==> config.mk <==
export PLATFORM = sky130hd
export DESIGN_NAME = wiscCore
export DESIGN_NICKNAME = d
export VERILOG_FILES = /design/src/logic/wiscPkg.sv /design/src/logic/wiscCore.sv /design/src/logic/cpuSequencer.sv /design/src/logic/programCounter.sv /design/src/logic/regFile.sv /design/src/logic/aluCore.sv /design/src/logic/controlUnit.sv
export SDC_FILE = /design/constraint.sdc
export NUM_CORES = 1
export LEC_CHECK = 0
export BUFFER_PORTS_ARGS = -buffer_cell sky130_fd_sc_hd__buf_2
export CAP_MARGIN = 20
export CORE_ASPECT_RATIO = 0.9
export CORE_MARGIN = 2
export CORE_UTILIZATION = 40
export DETAILED_ROUTE_END_ITERATION = 10
export GPL_ROUTABILITY_DRIVEN = 0
export SLEW_MARGIN = 20
export SYNTH_ARGS = -nofsm -noshare
export SYNTH_HDL_FRONTEND = slang
export SYNTH_SLANG_ARGS = --single-unit
==> constraint.sdc <==
create_clock -name clk -period 6.7 [get_ports clk]
set_input_delay 1.675 -clock clk [delete_from_list [all_inputs] [get_ports clk]]
set_output_delay 1.675 -clock clk [all_outputs]
set_load 0.02 [all_outputs]
==> src/logic/wiscPkg.sv <==
// shared types for the WISC-SP22 subset core; the logicOp codes are the ALU function select
package wiscPkg;

   typedef logic [15:0] wordT;             // data, address and instruction word

   localparam int NumRegs = 8;             // architectural register count

   // major opcodes kept in this core, ISA encodings
   typedef enum logic [4:0] {
      OpHalt  = 5'b0_0000,
      OpNop   = 5'b0_0001,
      OpJ     = 5'b0_0100,
      OpAddi  = 5'b0_1000,
      OpSubi  = 5'b0_1001,
      OpXori  = 5'b0_1010,
      OpAndni = 5'b0_1011,
      OpBeqz  = 5'b0_1100,
      OpBnez  = 5'b0_1101,
      OpSt    = 5'b1_0000,
      OpLd    = 5'b1_0001,
      OpLbi   = 5'b1_1000,
      OpAlu   = 5'b1_1011            // ADD SUB XOR ANDN by func bits
   } opcodeT;

   typedef enum logic [1:0] {
      WbAlu  = 2'd0,                  // alu result
      WbMem  = 2'd1,                  // load data
      WbImm8 = 2'd2                   // sign extended imm8 for LBI
   } wbSrcT;

   typedef enum logic [1:0] {
      BRegB = 2'd0,                   // register read port B
      BImm5 = 2'd1,                   // extended imm5
      BZero = 2'd2                    // zero for branch tests
   } bSrcT;

   typedef enum logic {
      DestI = 1'b0,                   // instr bits 7:5
      DestR = 1'b1                    // instr bits 4:2
   } regDestT;

   typedef enum logic [1:0] {
      BrNone    = 2'd0,
      BrZero    = 2'd1,
      BrNotZero = 2'd2,
      BrAlways  = 2'd3
   } brchCondT;

   // alu function select
   localparam logic [1:0] AluAdd = 2'b00;  // a + b + cin
   localparam logic [1:0] AluXor = 2'b01;
   localparam logic [1:0] AluAnd = 2'b10;

endpackage
==> src/logic/wiscCore.sv <==
// core top with one Wishbone classic master port for code and data; only word aligned accesses
`timescale 1ns/10ps
module wiscCore #(
   parameter wiscPkg::wordT ResetVector = 16'h0000
) (
   input  logic          clk,
   input  logic          rstN,
   output logic          wbCyc,
   output logic          wbStb,
   output logic          wbWe,
   output wiscPkg::wordT wbAdr,
   output wiscPkg::wordT wbDatW,
   input  wiscPkg::wordT wbDatR,
   input  logic          wbAck,
   output logic          halted,
   output logic          err
);
   import wiscPkg::*;

   wordT      instr;
   wordT      pc;
   wordT      pcOffset;
   wordT      rdA;
   wordT      rdB;
   wordT      opB;
   wordT      imm5Ext;
   wordT      imm8Ext;
   wordT      aluResult;
   wordT      memData;
   wordT      wrData;
   logic [2:0] wrAddr;
   logic      irLoad;
   logic      pcStep;
   logic      regWrEn;
   logic      regWrt;
   logic      memRd;
   logic      memWr;
   logic      haltReq;
   logic      illegal;
   logic      invA;
   logic      invB;
   logic      cin;
   logic      zeroExt;
   logic      aluZero;
   logic [1:0] logicOp;
   bSrcT      bSrc;
   wbSrcT     wbSrc;
   regDestT   regDest;
   brchCondT  brchCond;

   controlUnit uCtrl (
      .clk, .rstN, .irLoad,
      .instrIn(wbDatR),                    // fetch data straight off the bus
      .instr, .regWrt, .memRd, .memWr, .haltReq, .illegal,
      .invA, .invB, .cin, .zeroExt, .logicOp,
      .bSrc, .wbSrc, .regDest, .brchCond, .pcOffset
   );

   assign imm5Ext = zeroExt ? {11'b0, instr[4:0]} : {{11{instr[4]}}, instr[4:0]};
   assign imm8Ext = {{8{instr[7]}}, instr[7:0]};   // LBI value

   always_comb begin
      case (bSrc)
         BImm5:   opB = imm5Ext;
         BZero:   opB = '0;                // branch test on rs
         default: opB = rdB;
      endcase
   end

   aluCore uAlu (
      .opA(rdA), .opB, .invA, .invB, .cin, .logicOp,
      .result(aluResult), .zero(aluZero),
      .sign()                              // no signed branches kept
   );

   always_comb begin
      case (wbSrc)
         WbMem:   wrData = memData;
         WbImm8:  wrData = imm8Ext;
         default: wrData = aluResult;
      endcase
   end

   // LBI writes its rs field, everything else follows regDest
   assign wrAddr = (wbSrc == WbImm8) ? instr[10:8] :
                   (regDest == DestR) ? instr[4:2] : instr[7:5];

   regFile uRegs (
      .clk, .rstN, .wrEn(regWrEn),
      .rdAddrA(instr[10:8]), .rdAddrB(instr[7:5]), .wrAddr,
      .wrData, .rdA, .rdB
   );

   programCounter #(.ResetVector(ResetVector)) uPc (
      .clk, .rstN, .pcStep, .aluZero, .brchCond, .pcOffset, .pc
   );

   cpuSequencer uSeq (
      .clk, .rstN, .memRd, .memWr, .regWrt, .haltReq, .illegal,
      .wbAck, .wbDatR, .pc, .aluResult,
      .storeData(rdB),                     // ST data is the rd field at 7:5
      .irLoad, .pcStep, .regWrEn,
      .wbCyc, .wbStb, .wbWe, .halted, .err,
      .wbAdr, .wbDatW, .memData
   );

endmodule

==> src/logic/cpuSequencer.sv <==
// multicycle FSM and Wishbone classic master; one bus cycle at a time and STOP is left only by reset
`timescale 1ns/10ps
module cpuSequencer (
   input  logic          clk,
   input  logic          rstN,
   input  logic          memRd,
   input  logic          memWr,
   input  logic          regWrt,
   input  logic          haltReq,
   input  logic          illegal,
   input  logic          wbAck,
   input  wiscPkg::wordT wbDatR,
   input  wiscPkg::wordT pc,
   input  wiscPkg::wordT aluResult,
   input  wiscPkg::wordT storeData,
   output logic          irLoad,
   output logic          pcStep,
   output logic          regWrEn,
   output logic          wbCyc,
   output logic          wbStb,
   output logic          wbWe,
   output logic          halted,
   output logic          err,
   output wiscPkg::wordT wbAdr,
   output wiscPkg::wordT wbDatW,
   output wiscPkg::wordT memData
);

   typedef enum logic [2:0] {
      Idle, Fetch, Decode, Exec, Mem, Wb, Stop
   } stateT;

   stateT state;
   stateT nextState;
   logic  busActive;

   always_ff @(posedge clk or negedge rstN) begin
      if (!rstN) begin
         state <= Idle;
         err   <= 1'b0;
      end else begin
         state <= nextState;
         if (state == Decode && illegal) begin
            err <= 1'b1;                   // sticky until reset
         end
      end
   end

   always_comb begin
      nextState = state;
      case (state)
         Idle:   nextState = Fetch;        // one quiet cycle after reset
         Fetch:  if (wbAck) nextState = Decode;
         Decode: nextState = (haltReq || illegal) ? Stop : Exec;
         Exec: begin
            if (memRd || memWr) nextState = Mem;
            else if (regWrt)    nextState = Wb;
            else                nextState = Fetch;
         end
         Mem:    if (wbAck) nextState = regWrt ? Wb : Fetch;
         Wb:     nextState = Fetch;
         Stop:   nextState = Stop;
         default: nextState = Idle;
      endcase
   end

   // load data kept for the writeback cycle
   always_ff @(posedge clk) begin
      if (state == Mem && wbAck && memRd) begin
         memData <= wbDatR;
      end
   end

   assign busActive = (state == Fetch) || (state == Mem);
   assign wbCyc     = busActive;           // cyc and stb move together
   assign wbStb     = busActive;
   assign wbWe      = (state == Mem) && memWr;
   assign wbAdr     = (state == Mem) ? aluResult : pc;  // both steady for the whole cycle
   assign wbDatW    = storeData;

   assign irLoad  = (state == Fetch) && wbAck;
   assign pcStep  = (state == Exec);
   assign regWrEn = (state == Wb);
   assign halted  = (state == Stop);

endmodule

==> src/logic/programCounter.sv <==
// program counter that advances only on pcStep; targets are relative to PC+2 and must stay aligned
`timescale 1ns/10ps
module programCounter #(
   parameter wiscPkg::wordT ResetVector = 16'h0000
) (
   input  logic              clk,
   input  logic              rstN,
   input  logic              pcStep,
   input  logic              aluZero,
   input  wiscPkg::brchCondT brchCond,
   input  wiscPkg::wordT     pcOffset,
   output wiscPkg::wordT     pc
);
   import wiscPkg::*;

   logic taken;
   wordT pcPlus2;

   assign pcPlus2 = pc + 16'd2;

   always_comb begin
      case (brchCond)
         BrZero:    taken = aluZero;       // BEQZ
         BrNotZero: taken = !aluZero;      // BNEZ
         BrAlways:  taken = 1'b1;          // J
         default:   taken = 1'b0;
      endcase
   end

   always_ff @(posedge clk or negedge rstN) begin
      if (!rstN) begin
         pc <= ResetVector;
      end else if (pcStep) begin
         pc <= taken ? pcPlus2 + pcOffset : pcPlus2;
      end
   end

endmodule

==> src/logic/regFile.sv <==
// eight general registers, reads are combinational so a write shows on the next cycle
`timescale 1ns/10ps
module regFile (
   input  logic          clk,
   input  logic          rstN,
   input  logic          wrEn,
   input  logic [2:0]    rdAddrA,
   input  logic [2:0]    rdAddrB,
   input  logic [2:0]    wrAddr,
   input  wiscPkg::wordT wrData,
   output wiscPkg::wordT rdA,
   output wiscPkg::wordT rdB
);
   import wiscPkg::*;

   wordT regs [NumRegs];

   always_ff @(posedge clk or negedge rstN) begin
      if (!rstN) begin
         for (int i = 0; i < NumRegs; i++) begin
            regs[i] <= '0;                 // all registers start at zero
         end
      end else if (wrEn) begin
         regs[wrAddr] <= wrData;           // lands at end of WB
      end
   end

   assign rdA = regs[rdAddrA];             // rs field
   assign rdB = regs[rdAddrB];             // rt field or store data

endmodule

==> src/logic/aluCore.sv <==
// combinational adder and logic unit; flags describe the result only and carry out is not kept
`timescale 1ns/10ps
module aluCore (
   input  wiscPkg::wordT opA,
   input  wiscPkg::wordT opB,
   input  logic          invA,
   input  logic          invB,
   input  logic          cin,
   input  logic [1:0]    logicOp,
   output wiscPkg::wordT result,
   output logic          zero,
   output logic          sign
);
   import wiscPkg::*;

   wordT a;
   wordT b;

   assign a = invA ? ~opA : opA;     // subtract uses ~a + b + 1
   assign b = invB ? ~opB : opB;     // andn path

   always_comb begin
      case (logicOp)
         AluAdd:  result = a + b + {15'b0, cin};
         AluXor:  result = a ^ b;
         AluAnd:  result = a & b;
         default: result = a;        // unused code passes a
      endcase
   end

   // with b forced to zero these test rs for branches
   assign zero = (result == '0);
   assign sign = result[15];

endmodule

==> src/logic/controlUnit.sv <==
// instruction register and decoder; decoded fields follow the register one cycle after irLoad
`timescale 1ns/10ps
module controlUnit (
   input  logic               clk,
   input  logic               rstN,
   input  logic               irLoad,
   input  wiscPkg::wordT      instrIn,
   output wiscPkg::wordT      instr,
   output logic               regWrt,
   output logic               memRd,
   output logic               memWr,
   output logic               haltReq,
   output logic               illegal,
   output logic               invA,
   output logic               invB,
   output logic               cin,
   output logic               zeroExt,
   output logic [1:0]         logicOp,
   output wiscPkg::bSrcT      bSrc,
   output wiscPkg::wbSrcT     wbSrc,
   output wiscPkg::regDestT   regDest,
   output wiscPkg::brchCondT  brchCond,
   output wiscPkg::wordT      pcOffset
);
   import wiscPkg::*;

   opcodeT opcode;
   wordT   imm8Ext;
   wordT   imm11Ext;

   // instruction register, holds a NOP out of reset
   always_ff @(posedge clk or negedge rstN) begin
      if (!rstN) begin
         instr <= {OpNop, 11'b0};
      end else if (irLoad) begin
         instr <= instrIn;                  // fetch data on ack
      end
   end

   assign opcode   = opcodeT'(instr[15:11]);
   assign imm8Ext  = {{8{instr[7]}}, instr[7:0]};     // branch displacement
   assign imm11Ext = {{5{instr[10]}}, instr[10:0]};   // jump displacement

   always_comb begin
      regWrt   = 1'b0;                      // defaults describe a NOP
      memRd    = 1'b0;
      memWr    = 1'b0;
      haltReq  = 1'b0;
      illegal  = 1'b0;
      invA     = 1'b0;
      invB     = 1'b0;
      cin      = 1'b0;
      zeroExt  = 1'b0;
      logicOp  = AluAdd;
      bSrc     = BRegB;
      wbSrc    = WbAlu;
      regDest  = DestI;
      brchCond = BrNone;
      pcOffset = imm8Ext;
      case (opcode)
         OpHalt: begin
            haltReq = 1'b1;
         end
         OpNop: begin
         end
         OpAddi: begin
            regWrt = 1'b1;
            bSrc   = BImm5;                 // rs + sext imm5
         end
         OpSubi: begin
            regWrt = 1'b1;
            bSrc   = BImm5;
            invA   = 1'b1;                  // imm5 - rs
            cin    = 1'b1;
         end
         OpXori: begin
            regWrt  = 1'b1;
            bSrc    = BImm5;
            zeroExt = 1'b1;
            logicOp = AluXor;
         end
         OpAndni: begin
            regWrt  = 1'b1;
            bSrc    = BImm5;
            zeroExt = 1'b1;
            invB    = 1'b1;                 // rs and not imm5
            logicOp = AluAnd;
         end
         OpSt: begin
            memWr = 1'b1;
            bSrc  = BImm5;                  // address rs + sext imm5
         end
         OpLd: begin
            memRd  = 1'b1;
            regWrt = 1'b1;
            bSrc   = BImm5;
            wbSrc  = WbMem;
         end
         OpLbi: begin
            regWrt = 1'b1;
            wbSrc  = WbImm8;                // dest is the rs field
         end
         OpAlu: begin
            regWrt  = 1'b1;
            regDest = DestR;
            case (instr[1:0])
               2'b01: begin                 // SUB rt - rs
                  invA = 1'b1;
                  cin  = 1'b1;
               end
               2'b10: logicOp = AluXor;
               2'b11: begin                 // ANDN rs and not rt
                  invB    = 1'b1;
                  logicOp = AluAnd;
               end
               default: ;                   // ADD
            endcase
         end
         OpBeqz: begin
            bSrc     = BZero;               // alu passes rs
            brchCond = BrZero;
         end
         OpBnez: begin
            bSrc     = BZero;
            brchCond = BrNotZero;
         end
         OpJ: begin
            brchCond = BrAlways;
            pcOffset = imm11Ext;
         end
         default: begin
            illegal = 1'b1;                 // anything outside the subset
         end
      endcase
   end

endmodule

==> metrics, run 1 <==
status finished clean; number of global-route vias before repair 9185; slew margin rel. 27.2%; register area 4590 µm²; CTS tree yes; WP depth 18; # H-tree levels 4; hold_ws 484 ps; Clock Skews 17.8 ps; post-synth top area share 33.2%; Synth area leaders dfrtp_1 (33%), mux2_2 (15%), mux4_2 (12%), edfxtp_1 (3.9%), ha_1 (3.6%); CTS buffer count 17; Final Max Tran Viols 0; critical path peak fanout 6; Bufs and invs on worst path 2; area leader, netlist dfrtp_1; Synth Warn # 0; Setup crit end wbAdr[14]; Synth cell types 77; area delta synth->final 12.0%; Synth Register Bits 180; Required @ worst endpoint 5030 ps; post-DR vias/cell 5.94; Syn Inst Count 1099; final setup TNS 0 ps; clk_lat worst skew 450 ps; Longest Clk Path Bufs 2; Final setup viols 0; EDFF count, synth 16; worst hold path class reg2reg; sequential fraction of the synthesis area 37.3%; full die area 32200 µm²; post-layout instance area 13800 µm²; CP delay by family, top compound AO/OA/AOI/OAI gates; WL final 33900 µm; initial core utilization 40.9%; Crit-path slowest cell fa_2; final worst path period need 6510 ps; Boundary Pins 56; IO Port Bufs 55; initial antenna violation count 0; crit path DAT 4840 ps; placed cell area 13100 µm²; Async SR Flop Fraction 91.1%; synthesized area 12300 µm²; Chip Height 170 µm; Crit. End Element output port; final worst slack 188 ps; global-route wire length before repair 53200 µm; Initial DRT Pass Iterations 4; Die X 189 µm; Diodes inserted 0; CP Launch Point uCtrl.instr[12]; Largest stage delay, worst path 400 ps; setup slack, reg-to-reg 890 ps; fin nets 1191; gr ovfl total 0; Core ar. 30100 µm²; FP Rows 60; clk slew on worst S/H paths 80 ps; Worst-Margin Slew 1090 ps; share of post-route cells with drive strength above 1 34.6%; Setup crit start kind flop; multi-input logic area 7400 µm²; Synth top cells by count dfrtp_1 (163), mux2_2 (163), nand2_1 (71), a21oi_1 (66), mux4_2 (64); worst reg2reg path depth 23; CTS root buffer clkbuf_16; worst slack at placement 426 ps; RR Endpoint uPc.pc[7]; Fill cells 2775; Final period util 97.2%; Syn Nets 1155; crit-path cells nand2b_2 -> or3_1 -> o21ai_0 -> ha_2 -> inv_1 -> o31ai_2 -> o21ai_2 -> o21a_1 -> mux2_2 -> fa_2 -> a21o_1 -> a221o_1 -> a21oi_2 -> nor3_1 -> o211a_1 -> or3_4 -> o21ai_1 -> buf_4; DRC 0; final hold violation count 0; Total GRT Usage 21.7%; MaxCap Viol Count 0; vias 9208; Final ANT Viol Nets 0; drt wl/cell 21.8 µm; DPL Wire Length 23700 µm; CTS sink cnt 180; kind of critical path reg2out; largest net degree at the start of global routing 94; fmax 0.154 GHz; Main synth FF type dfrtp_1; Mapped Avg Cell Area 11.2 µm²; worst r2r src uCtrl.instr[12]; drt initial violations 608
cells by family (layout without fill, tap and decap cells):
kind of cell / Yosys count / count (layout) / share of synthesized area, %
buf+inv: 105 / 154 / 3.41
compound gates: 220 / 220 / 12.0
flops: 180 / 180 / 37.3
xor+xnor: 54 / 54 / 3.84
fa+ha+maj: 37 / 37 / 3.88
mux: 264 / 264 / 29.9
simple gates: 239 / 239 / 9.73
registers in the layout, summed over array words and instances, names as in the netlist:
register / flops
uSeq.state: 3
uSeq.err: 1
uRegs.regs: 128
uSeq.memData: 16
uCtrl.instr: 16
uPc.pc: 16
cells in the final DEF (no fill, tap or decap), drive strengths merged, types with 4 or more instances in the layout:
cell type and instances:
nor2 53, and2 4, edfxtp 16, a211oi 5
nand3b 4, and3 16, a221oi 9, nand2 71
o31ai 6, xor2 14, a22oi 4, nor3 13
o211ai 4, nand3 19, mux2i 37, o21a 6
nand4b 4, inv 34, clkbuf 20, nor3b 5
buf 94, a21oi 67, or2 7, xnor2 40
mux4 64, ha 35, dfrtp 163, a21o 15
or3 19, mux2 163, o21ai 51, a31oi 6
a2bb2oi 7, o21bai 8, or4 4, nand2b 6
what timing repair did:
action | CTS | global route
endpoints found under the setup margin | 1 | 6
pin swaps | 0 | 6
hold buffers | 0 | 0
gates resized for setup | 2 | 17
setup buffers | 0 | 2
area by class of cell:
cell class | instances | area share [%]
Inverter | 28 | 0.762
Timing Repair Buffer | 94 | 4.24
Tap cell | 403 | 3.66
Clock inverter | 12 | 1.03
Sequential cell | 180 | 33.3
Multi-Input combinational cell | 814 | 53.7
Clock buffer | 20 | 3.32
layer usage:
metal  global-route usage (%)  up-vias  wire [µm]
li1                         -     4216          -
met3                     4.31       41       1860
met1                     29.5     4730      15400
met5                        0        -          0
met2                     35.4      221      16000
met4                     6.25        0        577
tightest hold or removal path: stages, from the launching register on:
cell	delay, ps
dfrtp_1	360
inv_1	40
o31ai_1	50
metrics by stage:
stage	std cells	util [%]
2_1_floorplan	1099	-
6_report	1551	45.8
5_1_grt	1551	45.8
4_1_cts	1549	45.5
3_3_place_gp	1517	43.5
3_5_place_dp	1517	43.5
worst min-delay path by stage:
stage                from         end  slack, ps  cells past startpoint
6_report         uSeq.err    uSeq.err        480                      2
3_3_place_gp     uSeq.err    uSeq.err        450                      2
4_1_cts          uSeq.err    uSeq.err        480                      2
5_1_grt          uSeq.err    uSeq.err        530                      2
3_5_place_dp     uSeq.err    uSeq.err        460                      2
2_1_floorplan  uPc.pc[15]  uPc.pc[15]        450                      1
Power of run 1 is not shown: default switching activity piles up to over one toggle a cycle in this logic, so the estimate is an artifact.
==> run 2: changes to the inputs <==
--- a/config.mk
+++ b/config.mk
@@ -12,6 +12,7 @@
 export CORE_UTILIZATION = 40
 export DETAILED_ROUTE_END_ITERATION = 10
 export GPL_ROUTABILITY_DRIVEN = 0
+export REMOVE_ABC_BUFFERS = 1
 export SLEW_MARGIN = 20
 export SYNTH_ARGS = -nofsm -noshare
 export SYNTH_HDL_FRONTEND = slang
==> metrics, run 2 (synthesized netlist as in run 1, its figures left out) <==
status finished clean; CTS sink cnt 180; Core ar. 30100 µm²; RSZ-0062 raised after global routing false; clk slew on worst S/H paths 70 ps; clk_lat worst skew 450 ps; global-route wire length before repair 52800 µm; Longest Clk Path Bufs 2; kind of critical path reg2out; slew margin rel. 28.7%; commonest non-fill, non-tap cell in the layout mux2_2; area delta synth->final 11.7%; Largest stage delay, worst path 460 ps; Clock Skews 15.6 ps; Final period util 97.2%; Fill cells 2781; full die area 32200 µm²; FP Rows 60; worst slack at placement 342 ps; gr ovfl total 0; Boundary Pins 56; placed cell area 13100 µm²; Final ANT Viol Nets 0; DPL Wire Length 23600 µm; Die X 189 µm; CTS root buffer clkbuf_16; final worst slack 188 ps; setup repair bufs after CTS 0; worst hold path class reg2reg; WL final 34500 µm; CTS tree yes; final worst path period need 6510 ps; crit-path cells nand2b_4 -> or3_1 -> o21ai_0 -> ha_2 -> inv_1 -> o31ai_2 -> o21ai_2 -> o21a_1 -> mux2_2 -> fa_1 -> a21o_1 -> a221o_1 -> a21oi_2 -> nor3_1 -> o211a_1 -> or3_4 -> o21ai_4 -> buf_6; fmax 0.154 GHz; vias 9215; register with the most flip-flops uRegs.regs; initial core utilization 40.9%; Largest register FFs 128; largest net degree at the start of global routing 74; final setup TNS 0 ps; MaxCap Viol Count 0; Placed Cells 1512; CTS buffer count 17; post-layout instance area 13700 µm²; Final Max Tran Viols 0; Initial DRT Pass Iterations 5; Worst-Margin Slew 1070 ps; Setup crit start kind flop; commonest non-fill, non-tap cells in the layout mux2_2 (163), dfrtp_1 (161), nand2_1 (71), mux4_2 (64), a21oi_1 (64); Total GRT Usage 21.9%; DRC 0; critical path peak fanout 6; post-DR vias/cell 5.97; share of post-route cells with drive strength above 1 34.2%; initial antenna violation count 0; Required @ worst endpoint 5030 ps; drt wl/cell 22.4 µm; fin nets 1184; number of global-route vias before repair 8811; drt initial violations 765; IO Port Bufs 55; # H-tree levels 4; Final setup viols 0; Diodes inserted 0; crit path DAT 4840 ps; hold_buf cts 0; Crit. End Element output port; final hold violation count 0; post-route insts no fill 1543; Crit-path slowest cell fa_1; Chip Height 170 µm
-- run 2: layout make-up --
cell class | count | area [µm²] | share of cell area [%]
Clock buffer | 22 | 497 | 3.62
Clock inverter | 9 | 90.1 | 0.656
Inverter | 28 | 105 | 0.765
Multi-Input combinational cell | 814 | 7420 | 54.0
Sequential cell | 180 | 4590 | 33.4
Tap cell | 403 | 504 | 3.67
Timing Repair Buffer | 87 | 528 | 3.84
-- run 2: path summary, 6_finish.rpt --
kind,start,endpoint,slack [ps],cells past startpoint
setup reg to reg,uCtrl.instr[12],uPc.pc[13],870,22
max in group asynchronous,rstN,uRegs.regs[57],4150,2
min in group asynchronous,rstN,uPc.pc[12],1220,1
setup / recovery,uCtrl.instr[12],wbAdr[14],190,18
hold reg to reg,uPc.pc[15],uPc.pc[15],480,1
hold / removal,uPc.pc[15],uPc.pc[15],480,1
-- run 2: worst max-delay path: cells and delay by family (launching register included) --
family	cells	cell delay, ps
AOI/OAI and AO/OA	9	1790
and+or+nand+nor	4	980
adders and majority gates	2	730
buffers and inverters	2	230
muxes	1	280
DFF	1	380
-- run 2: metal layers --
layer	GRT usage, %	vias to the layer above	wire (µm)
met5	0	-	0
met4	6.83	0	750
met3	4.56	50	1930
met2	33.4	275	15700
met1	31.4	4696	16100
li1	-	4194	-
-- run 2: what timing repair did --
action                                  CTS  global route
gates resized for setup                   3            21
pin swaps                                 0             5
endpoints found under the setup margin    2             8
-- run 2: through the flow --
stage	util (%)	hold slack, ps
final	45.6	480
after global routing	45.6	488
after CTS	45.4	480
after detailed placement	43.4	463
after global placement	43.4	470
after floorplan	-	446
Power of run 2 is left out for the same reason.
